[config.mk]
export PLATFORM = sky130hd
export DESIGN_NAME = cam_init_fsm
export DESIGN_NICKNAME = d
export VERILOG_FILES = /design/src/source/cam_pkg.sv /design/src/source/cam_init_fsm.sv
export SDC_FILE = /design/constraint.sdc
export NUM_CORES = 1
export LEC_CHECK = 0
export BUFFER_PORTS_ARGS = -buffer_cell sky130_fd_sc_hd__buf_2
export CORE_MARGIN = 5
export CORE_UTILIZATION = 62
export CTS_CLUSTER_DIAMETER = 60
export DETAILED_ROUTE_END_ITERATION = 12
export PLACE_DENSITY = 0.82
export SKIP_LAST_GASP = 1
export SYNTH_ARGS = -nofsm -noshare
export SYNTH_HDL_FRONTEND = slang
export SYNTH_SLANG_ARGS = --single-unit
[constraint.sdc]
create_clock -name clk -period 2.7 [get_ports clk]
set_clock_uncertainty 0.15 [all_clocks]
set_input_delay 0 -clock clk [delete_from_list [all_inputs] [get_ports clk]]
set_output_delay 0 -clock clk [all_outputs]
set_load 0.03 [all_outputs]
[src/source/cam_pkg.sv]
package cam_pkg;

    typedef logic [7:0]  byte_t;       // One SCCB byte
    typedef logic [15:0] reg_entry_t;  // {register address, register data}
    typedef logic [6:0]  entry_idx_t;  // Table position
    typedef logic [3:0]  status_t;     // LED pattern

    typedef enum logic [2:0] {
        power_up_wait,  // Camera settling after reset
        send_id,        // START plus write ID
        send_addr,      // Register address byte
        send_data,      // Register data byte
        end_frame,      // STOP in flight
        gap_wait,       // Short gap, or final long delay
        config_done     // All entries written
    } init_state_t;

    localparam byte_t SCCB_WRITE_ID = 8'h42;  // OV7670 write address
    localparam int    NUM_ENTRIES   = 78;

    localparam int SCL_QUARTER     = 125;  // 50 MHz / (4 * 125) = 100 kHz
    localparam int SHORT_DELAY_BIT = 16;   // About 1.3 ms at 50 MHz
    localparam int LONG_DELAY_BIT  = 26;   // About 1.3 s at 50 MHz

    localparam status_t STATUS_RESET = 4'b0001;
    localparam status_t STATUS_ID    = 4'b1000;
    localparam status_t STATUS_ADDR  = 4'b0100;
    localparam status_t STATUS_DATA  = 4'b0010;
    localparam status_t STATUS_DONE  = 4'b1111;

    // Written in order, one frame per entry
    localparam reg_entry_t INIT_TABLE [0:NUM_ENTRIES-1] = '{
        16'h12_80, 16'h12_04,  // COM7 soft reset, then RGB
        16'h15_00, 16'h40_d0,  // COM10, COM15 RGB565
        16'h12_04, 16'h11_80,  // COM7 again, CLKRC
        16'h0C_00, 16'h3E_00,  // COM3, COM14 no scaling
        16'h04_00, 16'h40_d0,  // COM1 no CCIR656, COM15 full range
        16'h3a_04, 16'h14_18,  // TSLB output order, COM9 AGC ceiling
        16'h4F_B3, 16'h50_B3,  // Colour matrix MTX1..MTX2
        16'h51_00, 16'h52_3d,  // MTX3..MTX4
        16'h53_A7, 16'h54_E4,  // MTX5..MTX6
        16'h58_9E, 16'h3D_C0,  // MTXS, COM13 gamma on
        16'h17_14, 16'h18_02,  // HSTART, HSTOP
        16'h32_80, 16'h19_03,  // HREF, VSTART
        16'h1A_7B, 16'h03_0A,  // VSTOP, VREF
        16'h0F_41, 16'h1E_00,  // COM6, MVFP no mirror
        16'h33_0B, 16'h3C_78,  // CHLF, COM12
        16'h69_00, 16'h74_00,  // GFIX, REG74 digital gain
        16'hB0_84, 16'hB1_0c,  // Reserved colour fix, ABLC1
        16'hB2_0e, 16'hB3_80,  // Reserved, THL_ST
        16'h70_3a, 16'h71_35,  // Scaling registers
        16'h72_22, 16'h73_f0,
        16'ha2_02,             // Pixel clock delay
        16'h7a_20, 16'h7b_10,  // Gamma slope, then curve points
        16'h7c_1e, 16'h7d_35,
        16'h7e_5a, 16'h7f_69,
        16'h80_76, 16'h81_80,
        16'h82_88, 16'h83_8f,
        16'h84_96, 16'h85_a3,
        16'h86_af, 16'h87_c4,
        16'h88_d7, 16'h89_e8,
        16'h13_e0, 16'h00_00,  // COM8 AGC/AEC off, GAIN zero
        16'h10_00, 16'h0d_40,  // AECH zero, COM4
        16'h14_18, 16'ha5_05,  // COM9, BD50MAX
        16'hab_07, 16'h24_95,  // BD60MAX, AGC upper limit
        16'h25_33, 16'h26_e3,  // AGC lower limit, fast mode region
        16'h9f_78, 16'ha0_68,  // HAECC1, HAECC2
        16'ha1_03, 16'ha6_d8,  // Reserved, HAECC3
        16'ha7_d8, 16'ha8_f0,  // HAECC4, HAECC5
        16'ha9_90, 16'haa_94,  // HAECC6, HAECC7
        16'h13_e5, 16'h1E_23,  // COM8 AGC/AEC on, mirror image
        16'h69_06              // RGB gain
    };

endpackage

[src/source/cam_init_fsm.sv]
module cam_init_fsm (
    input  logic             clk,
    input  logic             rst_n,
    input  logic             delay_expired,
    input  logic             byte_done,
    input  logic             ack_ok,
    input  logic             stop_done,
    output logic             delay_start,
    output logic             long_delay,
    output logic             frame_start,
    output logic             byte_load,
    output logic             frame_stop,
    output cam_pkg::byte_t   tx_byte,
    output cam_pkg::status_t status,
    output logic             config_done
);
    cam_pkg::init_state_t state;
    cam_pkg::entry_idx_t  idx;           // Current table entry
    logic                 boot_pending;  // Power-up delay not yet started
    logic                 frame_ok;      // No NACK in this frame
    logic                 last_entry;

    assign last_entry = (idx == cam_pkg::entry_idx_t'(cam_pkg::NUM_ENTRIES - 1));

    // Byte for the writer, by phase of the frame
    always_comb begin
        case (state)
            cam_pkg::send_addr: tx_byte = cam_pkg::INIT_TABLE[idx][15:8];
            cam_pkg::send_data: tx_byte = cam_pkg::INIT_TABLE[idx][7:0];
            default:            tx_byte = cam_pkg::SCCB_WRITE_ID;
        endcase
    end

    always_ff @(posedge clk or negedge rst_n) begin
        if (!rst_n) begin
            state        <= cam_pkg::power_up_wait;
            idx          <= '0;
            boot_pending <= 1'b1;
            frame_ok     <= 1'b0;
            delay_start  <= 1'b0;
            long_delay   <= 1'b0;
            frame_start  <= 1'b0;
            byte_load    <= 1'b0;
            frame_stop   <= 1'b0;
            status       <= cam_pkg::STATUS_RESET;
            config_done  <= 1'b0;
        end else begin
            delay_start <= 1'b0;
            frame_start <= 1'b0;
            byte_load   <= 1'b0;
            frame_stop  <= 1'b0;
            case (state)
                cam_pkg::power_up_wait: begin
                    if (boot_pending) begin
                        delay_start  <= 1'b1;
                        long_delay   <= 1'b1;  // Camera power-up time
                        boot_pending <= 1'b0;
                    end else if (delay_expired) begin
                        state       <= cam_pkg::send_id;
                        frame_start <= 1'b1;
                        frame_ok    <= 1'b1;
                        status      <= cam_pkg::STATUS_ID;
                    end
                end
                cam_pkg::send_id, cam_pkg::send_addr: begin
                    if (byte_done && ack_ok) begin
                        byte_load <= 1'b1;
                        if (state == cam_pkg::send_id) begin
                            state  <= cam_pkg::send_addr;
                            status <= cam_pkg::STATUS_ADDR;
                        end else begin
                            state  <= cam_pkg::send_data;
                            status <= cam_pkg::STATUS_DATA;
                        end
                    end else if (byte_done) begin
                        frame_stop <= 1'b1;    // NACK, close and retry
                        frame_ok   <= 1'b0;
                        state      <= cam_pkg::end_frame;
                    end
                end
                cam_pkg::send_data: begin
                    if (byte_done) begin
                        frame_stop <= 1'b1;
                        frame_ok   <= ack_ok;
                        state      <= cam_pkg::end_frame;
                    end
                end
                cam_pkg::end_frame: begin
                    if (stop_done) begin
                        delay_start <= 1'b1;
                        long_delay  <= frame_ok && last_entry;  // Final settle
                        if (frame_ok)
                            idx <= idx + 1'b1;                  // Retry same idx on NACK
                        state <= cam_pkg::gap_wait;
                    end
                end
                cam_pkg::gap_wait: begin
                    if (delay_expired && idx == cam_pkg::entry_idx_t'(cam_pkg::NUM_ENTRIES)) begin
                        state       <= cam_pkg::config_done;
                        status      <= cam_pkg::STATUS_DONE;
                        config_done <= 1'b1;
                    end else if (delay_expired) begin
                        state       <= cam_pkg::send_id;
                        frame_start <= 1'b1;
                        frame_ok    <= 1'b1;
                        status      <= cam_pkg::STATUS_ID;
                    end
                end
                default: state <= cam_pkg::config_done;  // Terminal, outputs held
            endcase
        end
    end

endmodule

### After elaboration in Yosys (flattened, before gate mapping)

Memories as Yosys holds them, arrays and structs flattened.
Cells that the tools add are included.

* bits in registers: 22
* bits in read-only memories: 2048
* input port bits: 6
* output and inout port bits: 18
* memories: 1

* add/subtract/negate cells: 1
* order comparisons: 1
* equal/unequal tests: 15
* multiplexer cells: 39
* bitwise gates (word level): 1
* reductions and logical operators: 14

Memories
* (name not given): words 128, bits a word 16, rd ports 1, clocked after Yosys merged registers in 0, wr ports 0, RTL line cam_init_fsm.sv:29 `cam_pkg::send_data: tx_byte = cam_pkg::INIT_TABLE[idx][7:0];`

Operators with widths (number)
* $mux W16: 2
* $mux W3: 7
* $mux W1: 18
* $mux W4: 4
* $ne A2 B2 Y1 const B: 8
* $pmux W8 S2: 1
* $pmux W3 S5: 1
* $eq A7 B7 Y1 const B: 2
* $pmux W4 S3: 1
* $reduce_and A3 Y1: 3
* $ge A8 B8 Y1 const B: 1
* $not A7 Y8: 1
* $pmux W1 S2: 4
* $add A7 B1 Y7 const B: 1
* $eq A3 B2 Y1 const B: 2
* $eq A3 B3 Y1 const B: 2
* $reduce_and A6 Y1: 1
* $pmux W1 S4: 1
* $reduce_and A2 Y1: 2
* $reduce_bool A4 Y1: 1
* $eq A3 B1 Y1 const B: 1
* $logic_and A1 B1 Y1: 3
* $logic_not A3 Y1: 1
* $reduce_bool A3 Y1: 1
* 2 further kinds: 2

### Longest topological paths before layout

* depth in word-level cells: 5
* depth in mapped cells: 10
* depth with buffers taken out: 7

### Worst setup path before layout

OpenSTA, ideal clock, no wires.

* kind: reg2out
* start point: register idx[0]
* end point: output port tx_byte[0]
* arrival time: 2413 ps
* required time: 2550 ps
* setup slack: 137 ps
* cell stages (with the launch flop): 9
* path through: dfrtp_1 -> buf_2 -> inv_1 -> ha_1 -> clkbuf_1 -> o21ai_0 -> a2111oi_0 -> a211oi_1 -> o21ai_1

* cells in the longest elaborated chain, start to end: 5

Ends and longest elaborated chain
* start, declared: RTL line cam_init_fsm.sv:18 `cam_pkg::entry_idx_t idx;`
* start signal, assigned: RTL line cam_init_fsm.sv:93 `idx <= idx + 1'b1;`
* $not A7 Y8 (implied by the code): RTL line cam_init_fsm.sv:28, cam_init_fsm.sv:29
* $mem_v2 Z128 W16
* $mux W16 (implied by the code) (2 in series): RTL line cam_init_fsm.sv:29
* $pmux W8 S2: RTL line cam_init_fsm.sv:27 `case (state)`
* end, declared: RTL line cam_init_fsm.sv:13 `output cam_pkg::byte_t tx_byte,`

No other way between the ends. The select of a mux whose other input is x is not followed.

### Worst setup path after layout

* start point: register idx[4]
* end point: output port tx_byte[0]

The elaborated chain is that of the path after synthesis.

==> impl_metrics.env <==
export IMPL_grt_pass1_vias=3348
export IMPL_p_sw_share_pct=55.7
export IMPL_grt_met3_usage_pct=9.87
export IMPL_rows=25
export IMPL_grt_max_degree=43
export IMPL_clk_pin_slew_worst_paths_ns=0.09
export IMPL_cts_num_sinks=22
export IMPL_hold_violations=0
export IMPL_grt_pass1_wl_um=17700
export IMPL_post_cts_setup_buffers=0
export IMPL_syn2layout_area_growth_pct=13.0
export IMPL_hold_class="in -> async"
export IMPL_slew_headroom_pct=54.0
export IMPL_cp_required_ns=2.55
export IMPL_ios=24
export IMPL_die_area_sq_um=6430
export IMPL_nNetsFinal=463
export IMPL_syn_avg_cell_area_sq_um=7.25
export IMPL_cp_slowest_stage_delay_ns=0.49
export IMPL_powerDensity_nw_per_um2=1340
export IMPL_ant_nets=0
export IMPL_synth_area_leaders="dfrtp_1 (16%), ha_1 (5.7%), a21oi_1 (5.6%), nor2_1 (4.7%), nand2_1 (4.5%)"
export IMPL_h_tree_depth=1
export IMPL_slowest_stage="or4_1"
export IMPL_pwr_share_clk_pct=6.7
export IMPL_fp_dieH_um=80.2
export IMPL_initial_core_util_pct=64.2
export IMPL_endpoint_kind="output pin"
export IMPL_drt_iter0_drc=974
export IMPL_drcViolationCount=0
export IMPL_yosys_cell_types_count=73
export IMPL_syn_inst=421
export IMPL_synth_area_sq_um=3050
export IMPL_status="complete, no violations"
export IMPL_fp_dieW_um=80.2
export IMPL_clk_path_buf_depth=2
export IMPL_yosysWarnings=0
export IMPL_synth_flop_cell="dfrtp_1"
export IMPL_arrival_ns=2.47
export IMPL_overflow=0
export IMPL_grt_use_met1_pct=47.9
export IMPL_wire_per_inst_um=22.0
export IMPL_top_regs="idx (7), status (4), state (3)"
export IMPL_rsz0062_at_grt="true"
export IMPL_p_int_mw=2.05
export IMPL_path_buf_inv=2
export IMPL_multi_input_area_sq_um=2230
export IMPL_critical_path_class="reg -> out"
export IMPL_routed_via_density=7.25
export IMPL_synth_edf_count=0
export IMPL_cts_buffers=3
export IMPL_wl_um=11200
export IMPL_total_power_mw=4.63
export IMPL_crit_fanout=15
export IMPL_critical_path_startpoint="idx[4]"
export IMPL_max_vdd_ir_drop_mv=1.10
export IMPL_port_buffers=23
export IMPL_cp_top_family="simple AND/OR/NAND/NOR gates"
export IMPL_core_sq_um=4750
export IMPL_synth_area_leader_cell="dfrtp_1"
export IMPL_grt_use_total_pct=34.9
export IMPL_min_period_ns=2.62
export IMPL_crit_path_cell_trace="clkinv_1, nand2_1, nor3_1, or4_1, o21ai_1, buf_2"
export IMPL_diodes=0
export IMPL_cts_tree="done"
export IMPL_num_vias=3691
export IMPL_drive_gt1_share_pct=19.2
export IMPL_pwr_share_seq_pct=14.0
export IMPL_grtUsageMet2_pct=53.1
export IMPL_antenna_found_initial=0
export IMPL_start_kind="flip-flop"
export IMPL_p_comb_share_pct=79.3
export IMPL_hpwlAfterDp_um=7930
export IMPL_regMostFlops="idx"
export IMPL_clkLatencyLatePin_ns=0.27
export IMPL_pre_cts_ws_ns=0.332
export IMPL_final_cell_mix="nor2_1 (38), nand2_1 (37), a21oi_1 (33)"
export IMPL_worst_slew_pin_transition_ns=0.690
export IMPL_period_share_pct=97.1
export IMPL_worstReg2RegStart="idx[3]"
export IMPL_synth_top_cell_area_share_pct=16.4
export IMPL_layout_setup_ws_ns=0.0777
export IMPL_drv_slew=0
export IMPL_cts_root_buf="clkbuf_8"
export IMPL_first_pass_iters=8
export IMPL_largest_reg_flops=7
export IMPL_seq_area_sq_um=558
export IMPL_layout_commonest_cell="nor2_1"
export IMPL_switching_power_mw=2.58
export IMPL_drv_cap=0
export IMPL_setup_violations=0
export IMPL_synth_seq_cells=22
export IMPL_busiest_layer="met2"
export IMPL_total_leakage_power_nw=1.42
export IMPL_ys_seq_area_share_pct=18.1
export IMPL_synthesis_nets=441
export IMPL_nFillCells=388
export IMPL_routabilityCongestion=1.03
export IMPL_clock_fmax_mhz=381
export IMPL_async_flop_share_pct=100
==> power groups by stage <==
stage / Combinational, mW / Sequential, mW / Clock, mW
final: 3.67 / 0.647 / 0.311
after global routing: 3.91 / 0.661 / 0.322
after CTS: 3.47 / 0.632 / 0.307
after detailed placement: 3.45 / 0.638 / 0
after global placement: 3.41 / 0.633 / 0
after floorplan: 2.49 / 0.641 / 0
==> cell families (layout without fill, tap and decap cells) <==
family	after synthesis	after routing	synth area share (%)
AOI/OAI and AO/OA	156	156	35.0
xor gates and xnor gates	8	8	2.30
adders and majority gates	14	14	5.74
buffers and inverters	58	79	9.43
DFF	22	22	18.1
muxes	9	9	3.48
and+or+nand+nor	154	154	26.0
==> final timing paths <==
check / end / slack (ns) / cells past startpoint
min in group clk: status[2] / 0.35 / 1
max in group asynchronous: idx[3] / 1.95 / 2
max: tx_byte[0] / 0.08 / 6
max reg2reg: frame_ok / 0.41 / 5
min reg2reg: status[2] / 0.35 / 1
min: long_delay / 0.08 / 2
==> stage by stage <==
step	hold slack (ns)	util (%)	std cells	setup TNS (ns)	cell area, sq um
after floorplan	-0.446	-	421	0	3050
after global placement	-0.172	69.3	500	0	3300
after detailed placement	-0.172	69.3	500	0	3300
after CTS	0.103	71.9	509	0	3420
after global routing	0.126	72.6	509	-0.0163	3450
final	0.0751	72.6	509	0	3450
==> repair_timing <==
| action | CTS | global route |
|---|---|---|
| gates resized for setup | 0 | 10 |
| hold buffers | 5 | 0 |
| setup endpoints to repair | 0 | 6 |
| hold endpoints to repair | 29 | 0 |
==> worst register-to-register path, cell delays in order (launching register included) <==
cell	delay, ns
dfrtp_4	0.62
and2_1	0.50
and4_1	0.29
nand4_1	0.30
a21oi_1	0.24
a41oi_1	0.06
==> cells in the mapped netlist (6+ instances only) <==
| master | number |
|---|---|
| clkbuf_1 | 15 |
| dfrtp_1 | 20 |
| o21ai_0 | 27 |
| inv_1 | 9 |
| a21oi_1 | 34 |
| ha_1 | 14 |
| nand2_1 | 37 |
| nor2_1 | 38 |
| a31oi_1 | 6 |
| nor2b_1 | 12 |
| nand2b_1 | 13 |
| nand3_1 | 8 |
| nor3_1 | 15 |
| o22ai_1 | 11 |
| a21o_1 | 6 |
| a211oi_1 | 10 |
| buf_2 | 23 |
==> final cells by class <==
class | instances | share of cell area (%)
multi-input combinational | 341 | 64.8
timing repair buffer | 62 | 13.2
tap | 67 | 2.43
clock inverter | 1 | 0.870
inverter | 13 | 1.41
clock buffer | 3 | 1.20
sequential | 22 | 16.2
==> routing by layer <==
layer / routed length [um] / up-vias
met5: 0 / -
met4: 419 / 0
met3: 1630 / 65
met2: 4790 / 339
met1: 4340 / 1678
li1: - / 1609
Power figures use the tool's default switching activity.
