===== src/source/cam_pkg.sv =====
package cam_pkg;

    typedef logic [7:0]  byte_t;       // One SCCB byte
    typedef logic [15:0] reg_entry_t;  // {register address, register data}
    typedef logic [6:0]  entry_idx_t;  // Table position
    typedef logic [3:0]  status_t;     // LED pattern

    typedef enum logic [2:0] {
        power_up_wait,  // Camera settling after reset
        send_id,        // START plus write ID
        send_addr,      // Register address byte
        send_data,      // Register data byte
        end_frame,      // STOP in flight
        gap_wait,       // Short gap, or final long delay
        config_done     // All entries written
    } init_state_t;

    localparam byte_t SCCB_WRITE_ID = 8'h42;  // OV7670 write address
    localparam int    NUM_ENTRIES   = 78;

    localparam int SCL_QUARTER     = 125;  // 50 MHz / (4 * 125) = 100 kHz
    localparam int SHORT_DELAY_BIT = 16;   // About 1.3 ms at 50 MHz
    localparam int LONG_DELAY_BIT  = 26;   // About 1.3 s at 50 MHz

    localparam status_t STATUS_RESET = 4'b0001;
    localparam status_t STATUS_ID    = 4'b1000;
    localparam status_t STATUS_ADDR  = 4'b0100;
    localparam status_t STATUS_DATA  = 4'b0010;
    localparam status_t STATUS_DONE  = 4'b1111;

    // Written in order, one frame per entry
    localparam reg_entry_t INIT_TABLE [0:NUM_ENTRIES-1] = '{
        16'h12_80, 16'h12_04,  // COM7 soft reset, then RGB
        16'h15_00, 16'h40_d0,  // COM10, COM15 RGB565
        16'h12_04, 16'h11_80,  // COM7 again, CLKRC
        16'h0C_00, 16'h3E_00,  // COM3, COM14 no scaling
        16'h04_00, 16'h40_d0,  // COM1 no CCIR656, COM15 full range
        16'h3a_04, 16'h14_18,  // TSLB output order, COM9 AGC ceiling
        16'h4F_B3, 16'h50_B3,  // Colour matrix MTX1..MTX2
        16'h51_00, 16'h52_3d,  // MTX3..MTX4
        16'h53_A7, 16'h54_E4,  // MTX5..MTX6
        16'h58_9E, 16'h3D_C0,  // MTXS, COM13 gamma on
        16'h17_14, 16'h18_02,  // HSTART, HSTOP
        16'h32_80, 16'h19_03,  // HREF, VSTART
        16'h1A_7B, 16'h03_0A,  // VSTOP, VREF
        16'h0F_41, 16'h1E_00,  // COM6, MVFP no mirror
        16'h33_0B, 16'h3C_78,  // CHLF, COM12
        16'h69_00, 16'h74_00,  // GFIX, REG74 digital gain
        16'hB0_84, 16'hB1_0c,  // Reserved colour fix, ABLC1
        16'hB2_0e, 16'hB3_80,  // Reserved, THL_ST
        16'h70_3a, 16'h71_35,  // Scaling registers
        16'h72_22, 16'h73_f0,
        16'ha2_02,             // Pixel clock delay
        16'h7a_20, 16'h7b_10,  // Gamma slope, then curve points
        16'h7c_1e, 16'h7d_35,
        16'h7e_5a, 16'h7f_69,
        16'h80_76, 16'h81_80,
        16'h82_88, 16'h83_8f,
        16'h84_96, 16'h85_a3,
        16'h86_af, 16'h87_c4,
        16'h88_d7, 16'h89_e8,
        16'h13_e0, 16'h00_00,  // COM8 AGC/AEC off, GAIN zero
        16'h10_00, 16'h0d_40,  // AECH zero, COM4
        16'h14_18, 16'ha5_05,  // COM9, BD50MAX
        16'hab_07, 16'h24_95,  // BD60MAX, AGC upper limit
        16'h25_33, 16'h26_e3,  // AGC lower limit, fast mode region
        16'h9f_78, 16'ha0_68,  // HAECC1, HAECC2
        16'ha1_03, 16'ha6_d8,  // Reserved, HAECC3
        16'ha7_d8, 16'ha8_f0,  // HAECC4, HAECC5
        16'ha9_90, 16'haa_94,  // HAECC6, HAECC7
        16'h13_e5, 16'h1E_23,  // COM8 AGC/AEC on, mirror image
        16'h69_06              // RGB gain
    };

endpackage


===== src/source/cam_delay_timer.sv =====
module cam_delay_timer #(
    parameter int short_delay_bit = cam_pkg::SHORT_DELAY_BIT,
    parameter int long_delay_bit  = cam_pkg::LONG_DELAY_BIT
) (
    input  logic clk,
    input  logic rst_n,
    input  logic delay_start,   // Arms the counter
    input  logic long_delay,    // Exponent select, taken with delay_start
    output logic delay_expired  // One cycle, 2^N after delay_start
);
    logic [long_delay_bit:0] count;
    logic                    armed;
    logic                    sel_long;

    // Selected bit set means 2^N cycles elapsed
    assign delay_expired = armed && (sel_long ? count[long_delay_bit] : count[short_delay_bit]);

    always_ff @(posedge clk or negedge rst_n) begin
        if (!rst_n) begin
            armed    <= 1'b0;
            sel_long <= 1'b0;
            count    <= '0;
        end else if (delay_start) begin
            armed    <= 1'b1;
            sel_long <= long_delay;
            count    <= 1;             // Start cycle counts as the first
        end else if (delay_expired) begin
            armed <= 1'b0;             // Fire once, then idle
            count <= '0;
        end else if (armed) begin
            count <= count + 1'b1;
        end
    end

endmodule


===== config.mk =====
export PLATFORM = sky130hd
export DESIGN_NAME = cam_delay_timer
export DESIGN_NICKNAME = d
export VERILOG_FILES = /design/src/source/cam_pkg.sv /design/src/source/cam_delay_timer.sv
export SDC_FILE = /design/constraint.sdc
export NUM_CORES = 1
export LEC_CHECK = 0
export ABC_AREA = 1
export BUFFER_PORTS_ARGS = -buffer_cell sky130_fd_sc_hd__buf_4
export CORE_MARGIN = 4
export CORE_UTILIZATION = 51
export CTS_CLUSTER_DIAMETER = 40
export DETAILED_ROUTE_END_ITERATION = 16
export GPL_TIMING_DRIVEN = 0
export PLACE_DENSITY = 0.67
export SYNTH_ARGS = -nofsm -noshare
export SYNTH_HDL_FRONTEND = slang
export SYNTH_SLANG_ARGS = --single-unit
export TNS_END_PERCENT = 50

===== constraint.sdc =====
create_clock -name clk -period 2.6 [get_ports clk]
set_input_delay 0.13 -clock clk [delete_from_list [all_inputs] [get_ports clk]]
set_output_delay 0.13 -clock clk [all_outputs]
set_load 0.05 [all_outputs]

; ---- Yosys cells after proc, flatten, opt, wreduce, memory -nomap -nowiden
; Index checks and enable logic that the tools add are counted.
[op_classes]
addsub = 1
n_mux = 6
reduce_logical = 3
[ops]
columns = operator, count
row1 = 2-to-1 mux 27 bit, 3
row2 = adder 27 x 1 -> 27 bit (second input constant), 1
row3 = 2-to-1 mux 1 bit, 3
row4 = nonzero test 3 bit, 1
row5 = nonzero test 2 bit, 1
row6 = logical AND 1 bit, 1
[word_totals]
regBits = 29
word_cells = 13
input_bits = 4

; ---- Logic depth before layout (Yosys ltp)
; Gate-level depths: netlist of run 1.
[depth]
depth_word = 4
ltp_mapped = 9
depth_no_buf = 9

; ---- Worst setup path before layout of run 1
; OpenSTA, ideal clock, no wires.
[synth_timing]
path_kind = flip-flop to flip-flop
from = register armed
to = register count[10]
synth_period_minus_slack_ns = 1.495
setup_time_ns = 0.123
path_stages_with_launch = 7
required_ns = 2.477
path_slack_ns = 1.105
arrival_time_ns = 1.372
path_cell_list = dfrtp_1 o21ai_0 nor2_2 nor2_4 buf_4 o21ai_0 a21oi_1
[synth_via]
elab_chain_len = 3
elab_cells_between_ends = 4
[synth_rtl]
columns = element, line
row1 = "start, declared", cam_delay_timer.sv:12  ; logic armed;
row2 = "start signal, assigned", cam_delay_timer.sv:20  ; armed <= 1'b0;
row3 = "start signal, assigned", cam_delay_timer.sv:24  ; armed <= 1'b1;
row4 = "start signal, assigned", cam_delay_timer.sv:28  ; armed <= 1'b0;
row5 = logical AND 1 bit *, cam_delay_timer.sv:16  ; assign delay_expired = armed && (sel_long ? count[long_delay_bit] : count[short_delay_bit]);
row6 = via delay_expired, cam_delay_timer.sv:9  ; output logic delay_expired
row7 = 2-to-1 mux 27 bit, cam_delay_timer.sv:27  ; end else if (delay_expired) begin
row8 = 2-to-1 mux 27 bit, cam_delay_timer.sv:23  ; end else if (delay_start) begin
row9 = "end signal, assigned", cam_delay_timer.sv:31  ; count <= count + 1'b1;
row10 = "end, declared", cam_delay_timer.sv:11  ; logic [long_delay_bit:0] count;
; Mark *: on every way through the listed nets, which the timed path passes. The rest lies on a longest branch.
; A chain may end at the register's enable or synchronous reset.

; ---- Worst setup path after layout of run 1
[layout_timing]
from = register armed
to = output delay_expired
[layout_via]
elab_chain_len = 1
[layout_rtl]
columns = element, line
row1 = logical AND 1 bit, cam_delay_timer.sv:16
row2 = "end, declared", cam_delay_timer.sv:9
; No other way between the ends.

==> results of run 1 <==
==> registers in the layout (all words and copies together), names as in the netlist <==
signal    count
count        27
sel_long      1
armed         1
==> synthesized netlist by cell type, drive strengths merged <==
cell	n	share of area [%]
ha	1	0.74
nand4	1	0.37
nor3b	1	0.45
nor3	3	1.6
inv	33	7.4
nor4b	1	0.52
o21bai	2	0.89
buf	2	0.89
a31oi	1	0.37
a21oi	13	3.9
nand3	13	4.2
o21ai	8	2.4
nand3b	2	0.89
dfrtp	29	43
nand2	71	16
xor2	1	0.52
o31ai	1	0.45
nor2	60	15
==> routing by layer <==
| layer | vias up | part of all wire [%] |
|---|---|---|
| met5 | - | 0 |
| met4 | 0 | 1.6 |
| met3 | 5 | 4.1 |
| met2 | 22 | 46 |
| met1 | 651 | 48 |
| li1 | 776 | - |
==> cells by family after synthesis <==
| logic type | synth area share [%] |
|---|---|
| buf+inv | 8.26 |
| xor+xnor | 0.521 |
| compound gates | 7.97 |
| simple gates | 39.3 |
| fa+ha+maj | 0.744 |
| flops | 43.2 |
==> final cells by class <==
| cell class | instances | area [µm²] |
|---|---|---|
| well taps | 44 | 55.1 |
| inverters | 33 | 124 |
| clock buffers | 7 | 55.1 |
| fillers | 312 | 1270 |
| plain buffers | 2 | 15.0 |
| multi-input cells | 179 | 816 |
| flip-flops and latches | 29 | 726 |
| repair buffers | 5 | 40.0 |
==> power breakdown <==
part / switching [W] / total (W) / internal, W
clock: 0.000150 / 0.000277 / 0.000127
sequential: 0.00000907 / 0.000469 / 0.000460
combinational: 0.0000535 / 0.0000797 / 0.0000262
total: 0.000212 / 0.000826 / 0.000614
==> path summary, 6_finish.rpt <==
path | startpoint | endpoint | slack (ns) | depth (start not counted)
worst max-delay path | armed$_DFFE_PN0P_ | delay_expired | 1.10 | 3
worst min-delay path | long_delay | sel_long$_DFFE_PN0P_ | 0.001 | 3
worst max register to register | count[0]$_DFFE_PN0P_ | count[22]$_DFFE_PN0P_ | 1.14 | 8
worst min register to register | count[0]$_DFFE_PN0P_ | count[0]$_DFFE_PN0P_ | 0.54 | 1
max in group asynchronous | rst_n | count[21]$_DFFE_PN0P_ | 2.07 | 2
min in group asynchronous | rst_n | count[14]$_DFFE_PN0P_ | 0.26 | 2
==> cell usage in the layout (no fill, tap or decap), drive strengths merged <==
| cell | n |
|---|---|
| dfrtp | 29 |
| clkbuf | 7 |
| o21bai | 2 |
| dlygate4sd3 | 1 |
| o31ai | 1 |
| xor2 | 1 |
| nand3 | 13 |
| nor4b | 1 |
| nand2 | 71 |
| inv | 33 |
| nor3 | 3 |
| nand3b | 2 |
| o21ai | 8 |
| a21oi | 13 |
| buf | 6 |
| nor2 | 60 |
| ha | 1 |
| nor3b | 1 |
| nand4 | 1 |
| a31oi | 1 |
==> through the flow <==
stage	util [%]	total power (W)	worst slack, ns	cell area, µm²	std cells
global route	59.0	0.000871	0.956	1830	299
finish	59.0	0.000826	1.10	1830	299
global placement	56.9	0.000557	1.18	1770	291
floorplan	-	0.000529	1.10	1680	243
CTS	59.0	0.000837	1.10	1830	299
detailed placement	56.9	0.000558	1.18	1770	291
==> tightest hold or removal path, delay by kind of cell <==
| kind | cells | cell delay [ns] |
|---|---|---|
| and+or+nand+nor | 1 | 0.04 |
| buffers and inverters | 1 | 0.07 |
| AOI/OAI and AO/OA | 1 | 0.05 |
==> timing repair <==
action | CTS | global route
setup endpoints to repair | 0 | 0
hold buffers | 1 | 0
endpoints found under the hold margin | 29 | 0
==> results.yml, run 1 <==
sta:
  rsz0062_at_grt: "no"
  fmax_ghz: 0.665
  worst_pin_slew_ns: 0.373
  slew_viol_final: 0
  finalCritPeriodShare_pct: 57.8
  setup_violations: 0
  fin_hold_ws_ns: 0.00149
  skew_ns: 0.00803
  hold_viol: 0
  tns_ns: 0
  finalCriticalPeriod_ns: 1.50
  slew_headroom_pct: 75.1
outcome:
  status: "finished, final reports clean"
route:
  via_per_inst: 4.86
  vias: 1454
  wl_mm: 3.43
  firstDrtPassIters: 4
  dr.first_iter.drc_count: 101
  wl_per_cell_um: 11.5
  drc: 0
  ant_nets: 0
synthesis:
  synth_warnings: 0
  synth-seq-cells: 29
  ys_seq_area_share_pct: 43.2
  syn-mean-instance-area_um2: 6.92
  synth_cell_types: 24
  synth.cell_area_um2: 1680
  syn_nets: 248
  syn_inst: 243
critical_path:
  cpPeakStageDelay_ns: 0.44
  critical_path_buf_inv_count: 1
  startpoint_type: "flop"
  cp_max_fo: 5
  crit_chain: "o21ai_0, nor2_2, buf_4"
  worst_path_max_delay_cell: "dfrtp_1"
  critPathArrivalTime_ns: 1.37
  cp.required_ns: 2.47
  crit_type: "reg -> out"
  crit_family: "flip-flops"
  cp-end-kind: "output port"
pwr:
  vdd_drop_max_mv: 0.273
  leakagePower_nw: 0.849
  pwr_density_cell_nw_per_um2: 451
cells_and_area:
  final_net_count: 260
  syn2layout_area_growth_pct: 8.94
  drive_gt1_share_pct: 9.02
  antenna_cells: 0
clock_tree:
  clk_latency_ns: 0.33
  h-tree-depth: 2
  clkSinkCount: 29
  cts_root_buf: "clkbuf_4"
  cts_setup_buffers: 0
  cts_buffer_depth: 2
  cts_tree: "done"
  numCtsBuffers: 5
  cts_resized: 0
  clkTransAtPathRegs_ns: 0.09
grt:
  antenna_found_initial: 0
  met2_usage_pct: 32.1
  grt_max_degree: 30
  grt_pass1_vias: 1440
  met1_usage_pct: 24.2
  grt_pass1_wl_mm: 6.27
  grt_use_total_pct: 19.4
  grt_use_met3_pct: 5.30
  busiest_layer: "met2"
  gr-total-overflow: 0
job:
  max_cap_violations: 0
floorplan:
  initial_core_util_pct: 54.2
  fp.dieW_um: 65.4
  coreArea_um2: 3100
  ios: 5
  num_rows: 20
  die_height_um: 65.4
  dieArea_um2: 4280
place:
  finalWeightedCongestion: 0.857
  post-dp-hpwl_mm: 2.53
  port_buffers: 4
min_path:
  hold_path_class: "in -> reg"
Power figures use the tool's default switching activity.
==> inputs of run 2 (changes only) <==
- ABC_AREA: 1 -> 0
- PLACE_DENSITY: 0.67 -> 0.68
- clock period: 2.6 -> 1.5 ns (I/O delays scaled with it)
==> results.yml, run 2 <==
grt:
  antenna_found_initial: 0
  grt_max_degree: 30
  grt_use_total_pct: 21.7
  gr-total-overflow: 0
  grt_pass1_vias: 1269
  grt_pass1_wl_mm: 5.95
synthesis:
  ys.flop_type: "dfrtp_1"
  synth_area_leaders: "dfrtp_1 49%, a21oi_1 5.1%, xor2_1 4.8%"
  syn_inst: 148
  synth_cell_types: 29
  ys_seq_area_share_pct: 49.4
  synth-edff-count: 0
  post-synth-top-area-cell: "dfrtp_1"
  syn_nets: 153
  post-synth-top-count-cell: "dfrtp_1"
  syn-mean-instance-area_um2: 9.93
  synth_top_area_share_pct: 49.4
  synth-async-reset-ratio_pct: 100
  synth-seq-cells: 29
  synth_warnings: 0
  synth.cell_area_um2: 1470
  synth_common_cells: "29 x dfrtp_1, 15 x a21oi_1, 12 x nor2_1"
place:
  finalWeightedCongestion: 0.724
  post-dp-hpwl_mm: 1.89
  port_buffers: 4
  post-place-ws_ns: -0.237
sta:
  setup_violations: 25
  tns_ns: -2.48
  slew_viol_final: 0
  finalCritPeriodShare_pct: 109
  fin_ws_ns: -0.135
  worst_pin_slew_ns: 0.362
  slew_headroom_pct: 75.9
  skew_ns: 0.0136
  fmax_ghz: 0.611
  finalCriticalPeriod_ns: 1.64
  fin_hold_ws_ns: 0.172
  hold_viol: 0
  rsz0062_at_grt: "yes"
clock_tree:
  clkSinkCount: 29
  numCtsBuffers: 5
  cts_buffer_depth: 2
  h-tree-depth: 2
  clkTransAtPathRegs_ns: 0.11
  cts_root_buf: "clkbuf_4"
  clk_latency_ns: 0.34
  cts_tree: "done"
critical_path:
  timing.rr.start: "count[16]$_DFFE_PN0P_"
  startpoint_type: "flop"
  cp-end-kind: "output port"
  crit_family: "flip-flops"
  path_common_cell: "buf_6"
  critical_path_buf_inv_count: 3
  crit_chain: "buf_6, mux2_4, and2_4, buf_6, buf_8"
  crit_type: "reg -> out"
  cpPeakStageDelay_ns: 0.42
  r2r_setup_slack_ns: -0.12
  startpoint: "count[16]$_DFFE_PN0P_"
  cp_max_fo: 3
  critPathArrivalTime_ns: 1.56
  worst_path_max_delay_cell: "dfrtp_1"
  cp.required_ns: 1.42
cells_and_area:
  syn2layout_area_growth_pct: 44.0
  largest_reg_flops: 27
  top_regs: "count x27, armed x1, sel_long x1"
  final_common_cell: "dfrtp_1"
  final_net_count: 193
  final_util_pct: 76.7
  top_register: "count"
  final_cell_mix: "27 x dfrtp_1, 22 x buf_4, 12 x a21oi_2"
  drive_gt1_share_pct: 47.1
  antenna_cells: 0
  fill_cells: 172
route:
  wl_per_cell_um: 17.3
  vias: 1337
  firstDrtPassIters: 4
  drc: 0
  wl_mm: 3.81
  via_per_inst: 6.08
  ant_nets: 0
  dr.first_iter.drc_count: 70
pwr:
  vdd_drop_max_mv: 1.19
  leakagePower_nw: 0.908
  pwr_density_cell_nw_per_um2: 766
  power.total_w: 0.00162
floorplan:
  ios: 5
  initial_core_util_pct: 53.3
  die_height_um: 61.7
  num_rows: 19
  dieArea_um2: 3800
  coreArea_um2: 2760
  fp.dieW_um: 61.7
outcome:
  status: "finished, violations left"
  failed_checks: "negative setup slack"
min_path:
  hold_path_class: "in -> async"
job:
  max_cap_violations: 0
[run 2: cell types whose count changed after synthesis, sizes merged, moves of 4 or more]
cell   delta
or3       +9
buf       +5
nand2    -64
nand4     +8
nor2     -48
or4       +5
nand3     -4
inv      -30
and4      +5
xor2      +7
o31ai     +5
[run 2: area by class of cell]
| class | instances | area (µm²) | area share [%] |
|---|---|---|---|
| plain buffers | 6 | 77.6 | 3.67 |
| multi-input cells | 108 | 847 | 40.0 |
| well taps | 31 | 38.8 | 1.83 |
| clock buffers | 5 | 37.5 | 1.77 |
| inverters | 3 | 11.3 | 0.532 |
| flip-flops and latches | 29 | 728 | 34.4 |
| repair buffers | 35 | 329 | 15.6 |
| clock inverters | 3 | 46.3 | 2.19 |
[run 2: metal layers]
layer,wire [µm],GRT usage (%)
met4,78,10.3
met1,1630,27.7
met3,182,5.03
met2,1920,34.7
met5,0,0
[run 2: path summary, 6_finish.rpt]
check,to,depth (start not counted)
min reg2reg,count[26]$_DFFE_PN0P_,1
max,delay_expired,5
max in group asynchronous,count[0]$_DFFE_PN0P_,2
min in group clk,count[26]$_DFFE_PN0P_,1
min,count[8]$_DFFE_PN0P_,2
max reg2reg,count[2]$_DFFE_PN0P_,6
[run 2: timing repair]
item	in CTS	in global routing
pin swaps	10	12
hold buffers	3	0
gates resized for setup	22	39
gates cloned	3	2
hold endpoints to repair	33	0
buffers inserted	15	8
endpoints found under the setup margin	26	27
[run 2: kinds of logic (layout without fill, tap and decap cells)]
kind of cell / after synthesis / count (layout) / synth area share [%]
fa+ha+maj: 1 / 1 / 0.852
flops: 29 / 29 / 49.4
simple gates: 62 / 62 / 25.1
mux: 3 / 3 / 2.21
compound gates: 32 / 32 / 12.3
xor+xnor: 10 / 10 / 5.96
buf+inv: 11 / 52 / 4.17
[run 2: power by group]
| group | leakage (nW) | total (W) | switching [W] | internal (W) |
|---|---|---|---|---|
| Clock | 0.0414 | 0.000657 | 0.000305 | 0.000352 |
| Combinational | 0.476 | 0.000150 | 0.0000766 | 0.0000731 |
| Sequential | 0.391 | 0.000813 | 0.0000176 | 0.000796 |
| Total | 0.908 | 0.00162 | 0.000399 | 0.00122 |
[run 2: per-stage QoR]
stage | area (µm²) | std cells
finish | 2120 | 220
global route | 2120 | 220
CTS | 1910 | 212
detailed placement | 1570 | 183
global placement | 1570 | 183
floorplan | 1500 | 148
==> inputs of run 3 (changes only) <==
- RECOVER_POWER: default -> 25
==> results.yml, run 3 (synthesized netlist as in run 2, its figures left out) <==
outcome:
  status: "finished, violations left"
  failed_checks: "negative setup slack"
critical_path:
  crit_type: "reg -> out"
  cp_max_fo: 3
  critical_path_buf_inv_count: 3
  r2r_cells: 6
  crit_family: "flip-flops"
  cp.depth: 5
  crit_chain: "buf_6, mux2_4, and2_4, buf_6, buf_8"
  cpPeakStageDelay_ns: 0.42
  cp-end-kind: "output port"
  cp.required_ns: 1.42
  startpoint_type: "flop"
  regToRegEndpoint: "count[2]$_DFFE_PN0P_"
  timing.rr.start: "count[16]$_DFFE_PN0P_"
  path_common_cell: "buf_6"
  worst_path_max_delay_cell: "dfrtp_1"
  startpoint: "count[16]$_DFFE_PN0P_"
  r2r_setup_slack_ns: -0.12
  critPathArrivalTime_ns: 1.56
  endpoint: "delay_expired"
route:
  via_per_inst: 6.08
  ant_nets: 0
  drc: 0
  wl_per_cell_um: 17.3
  wl_mm: 3.81
  firstDrtPassIters: 4
  vias: 1337
  dr.first_iter.drc_count: 70
clock_tree:
  clk_latency_ns: 0.34
  cts_root_buf: "clkbuf_4"
  clkSinkCount: 29
  cts_tree: "done"
  numCtsBuffers: 5
  cts_buffer_depth: 2
  clkTransAtPathRegs_ns: 0.11
  h-tree-depth: 2
pwr:
  pwr_density_cell_nw_per_um2: 766
  leakagePower_nw: 0.908
  vdd_drop_max_mv: 1.19
grt:
  grt_use_total_pct: 21.7
  grt_pass1_vias: 1269
  gr-total-overflow: 0
  grt_pass1_wl_mm: 5.95
  grt_max_degree: 30
  antenna_found_initial: 0
sta:
  slew_headroom_pct: 52.8
  tns_ns: -2.48
  fmax_ghz: 0.611
  rsz0062_at_grt: "yes"
  setup_violations: 25
  skew_ns: 0.0136
  fin_hold_ws_ns: 0.296
  hold_viol: 0
  finalCritPeriodShare_pct: 109
  finalCriticalPeriod_ns: 1.64
  worst_pin_slew_ns: 0.707
  fin_ws_ns: -0.135
  slew_viol_final: 0
cells_and_area:
  final_common_cell: "dfrtp_1"
  antenna_cells: 0
  drive_gt1_share_pct: 47.1
  final_net_count: 193
  largest_reg_flops: 27
  top_register: "count"
  top_regs: "count x27, armed x1, sel_long x1"
  final_cell_mix: "27 x dfrtp_1, 21 x buf_4, 12 x a21oi_2"
  syn2layout_area_growth_pct: 43.9
floorplan:
  dieArea_um2: 3800
  coreArea_um2: 2760
  num_rows: 19
  die_height_um: 61.7
  initial_core_util_pct: 53.3
  fp.dieW_um: 61.7
  ios: 5
place:
  post-dp-hpwl_mm: 1.89
  finalWeightedCongestion: 0.724
  port_buffers: 4
min_path:
  hold_path_class: "in -> async"
job:
  max_cap_violations: 0
[run 3: cell type report]
class / instances / area [µm²]
Fill cell: 173 / 644
Tap cell: 31 / 38.8
Clock buffer: 5 / 37.5
Clock inverter: 3 / 46.3
Multi-Input combinational cell: 108 / 847
Sequential cell: 29 / 728
Inverter: 3 / 11.3
Buffer: 6 / 77.6
Timing Repair Buffer: 35 / 327
[run 3: worst min path at each step]
stage	slack, ns	end	from
floorplan	-0.22	armed$_DFFE_PN0P_	rst_n
global placement	0.02	count[8]$_DFFE_PN0P_	rst_n
detailed placement	0.02	count[8]$_DFFE_PN0P_	rst_n
CTS	0.19	count[11]$_DFFE_PN0P_	rst_n
global route	0.34	count[17]$_DFFE_PN0P_	rst_n
finish	0.30	count[8]$_DFFE_PN0P_	rst_n
[run 3: power by group]
group | total (W) | switching [W] | leakage, nW | internal (W)
sequential | 0.000813 | 0.0000176 | 0.391 | 0.000796
combinational | 0.000149 | 0.0000766 | 0.476 | 0.0000722
clock | 0.000657 | 0.000305 | 0.0414 | 0.000352
[run 3: per-stage QoR]
stage / instance area [µm²] / std cells / util, % / setup slack [ns] / power [W]
floorplan: 1500 / 148 / - / -0.0247 / 0.000876
global placement: 1570 / 183 / 57.0 / -0.190 / 0.000911
detailed placement: 1570 / 183 / 57.0 / -0.237 / 0.000914
CTS: 1910 / 212 / 69.4 / -0.0908 / 0.00160
global route: 2110 / 220 / 76.6 / -0.219 / 0.00171
finish: 2110 / 220 / 76.6 / -0.135 / 0.00162
[run 3: repair_timing]
| item | CTS | global route |
|---|---|---|
| buffers inserted | 15 | 8 |
| gates cloned | 3 | 2 |
| resized for setup | 22 | 39 |
| hold buffers | 3 | 0 |
| hold endpoints to repair | 33 | 0 |
| setup endpoints to repair | 26 | 27 |
| pin swaps | 10 | 12 |
[run 3: routing by layer]
| metal | GRT usage [%] | share of wire (%) | wire (µm) | vias up |
|---|---|---|---|---|
| li1 | - | - | - | 622 |
| met1 | 27.7 | 43 | 1630 | 666 |
| met2 | 34.7 | 50 | 1920 | 42 |
| met3 | 5.03 | 4.8 | 182 | 7 |
| met4 | 10.3 | 2.0 | 78 | 0 |
| met5 | 0 | 0 | 0 | - |
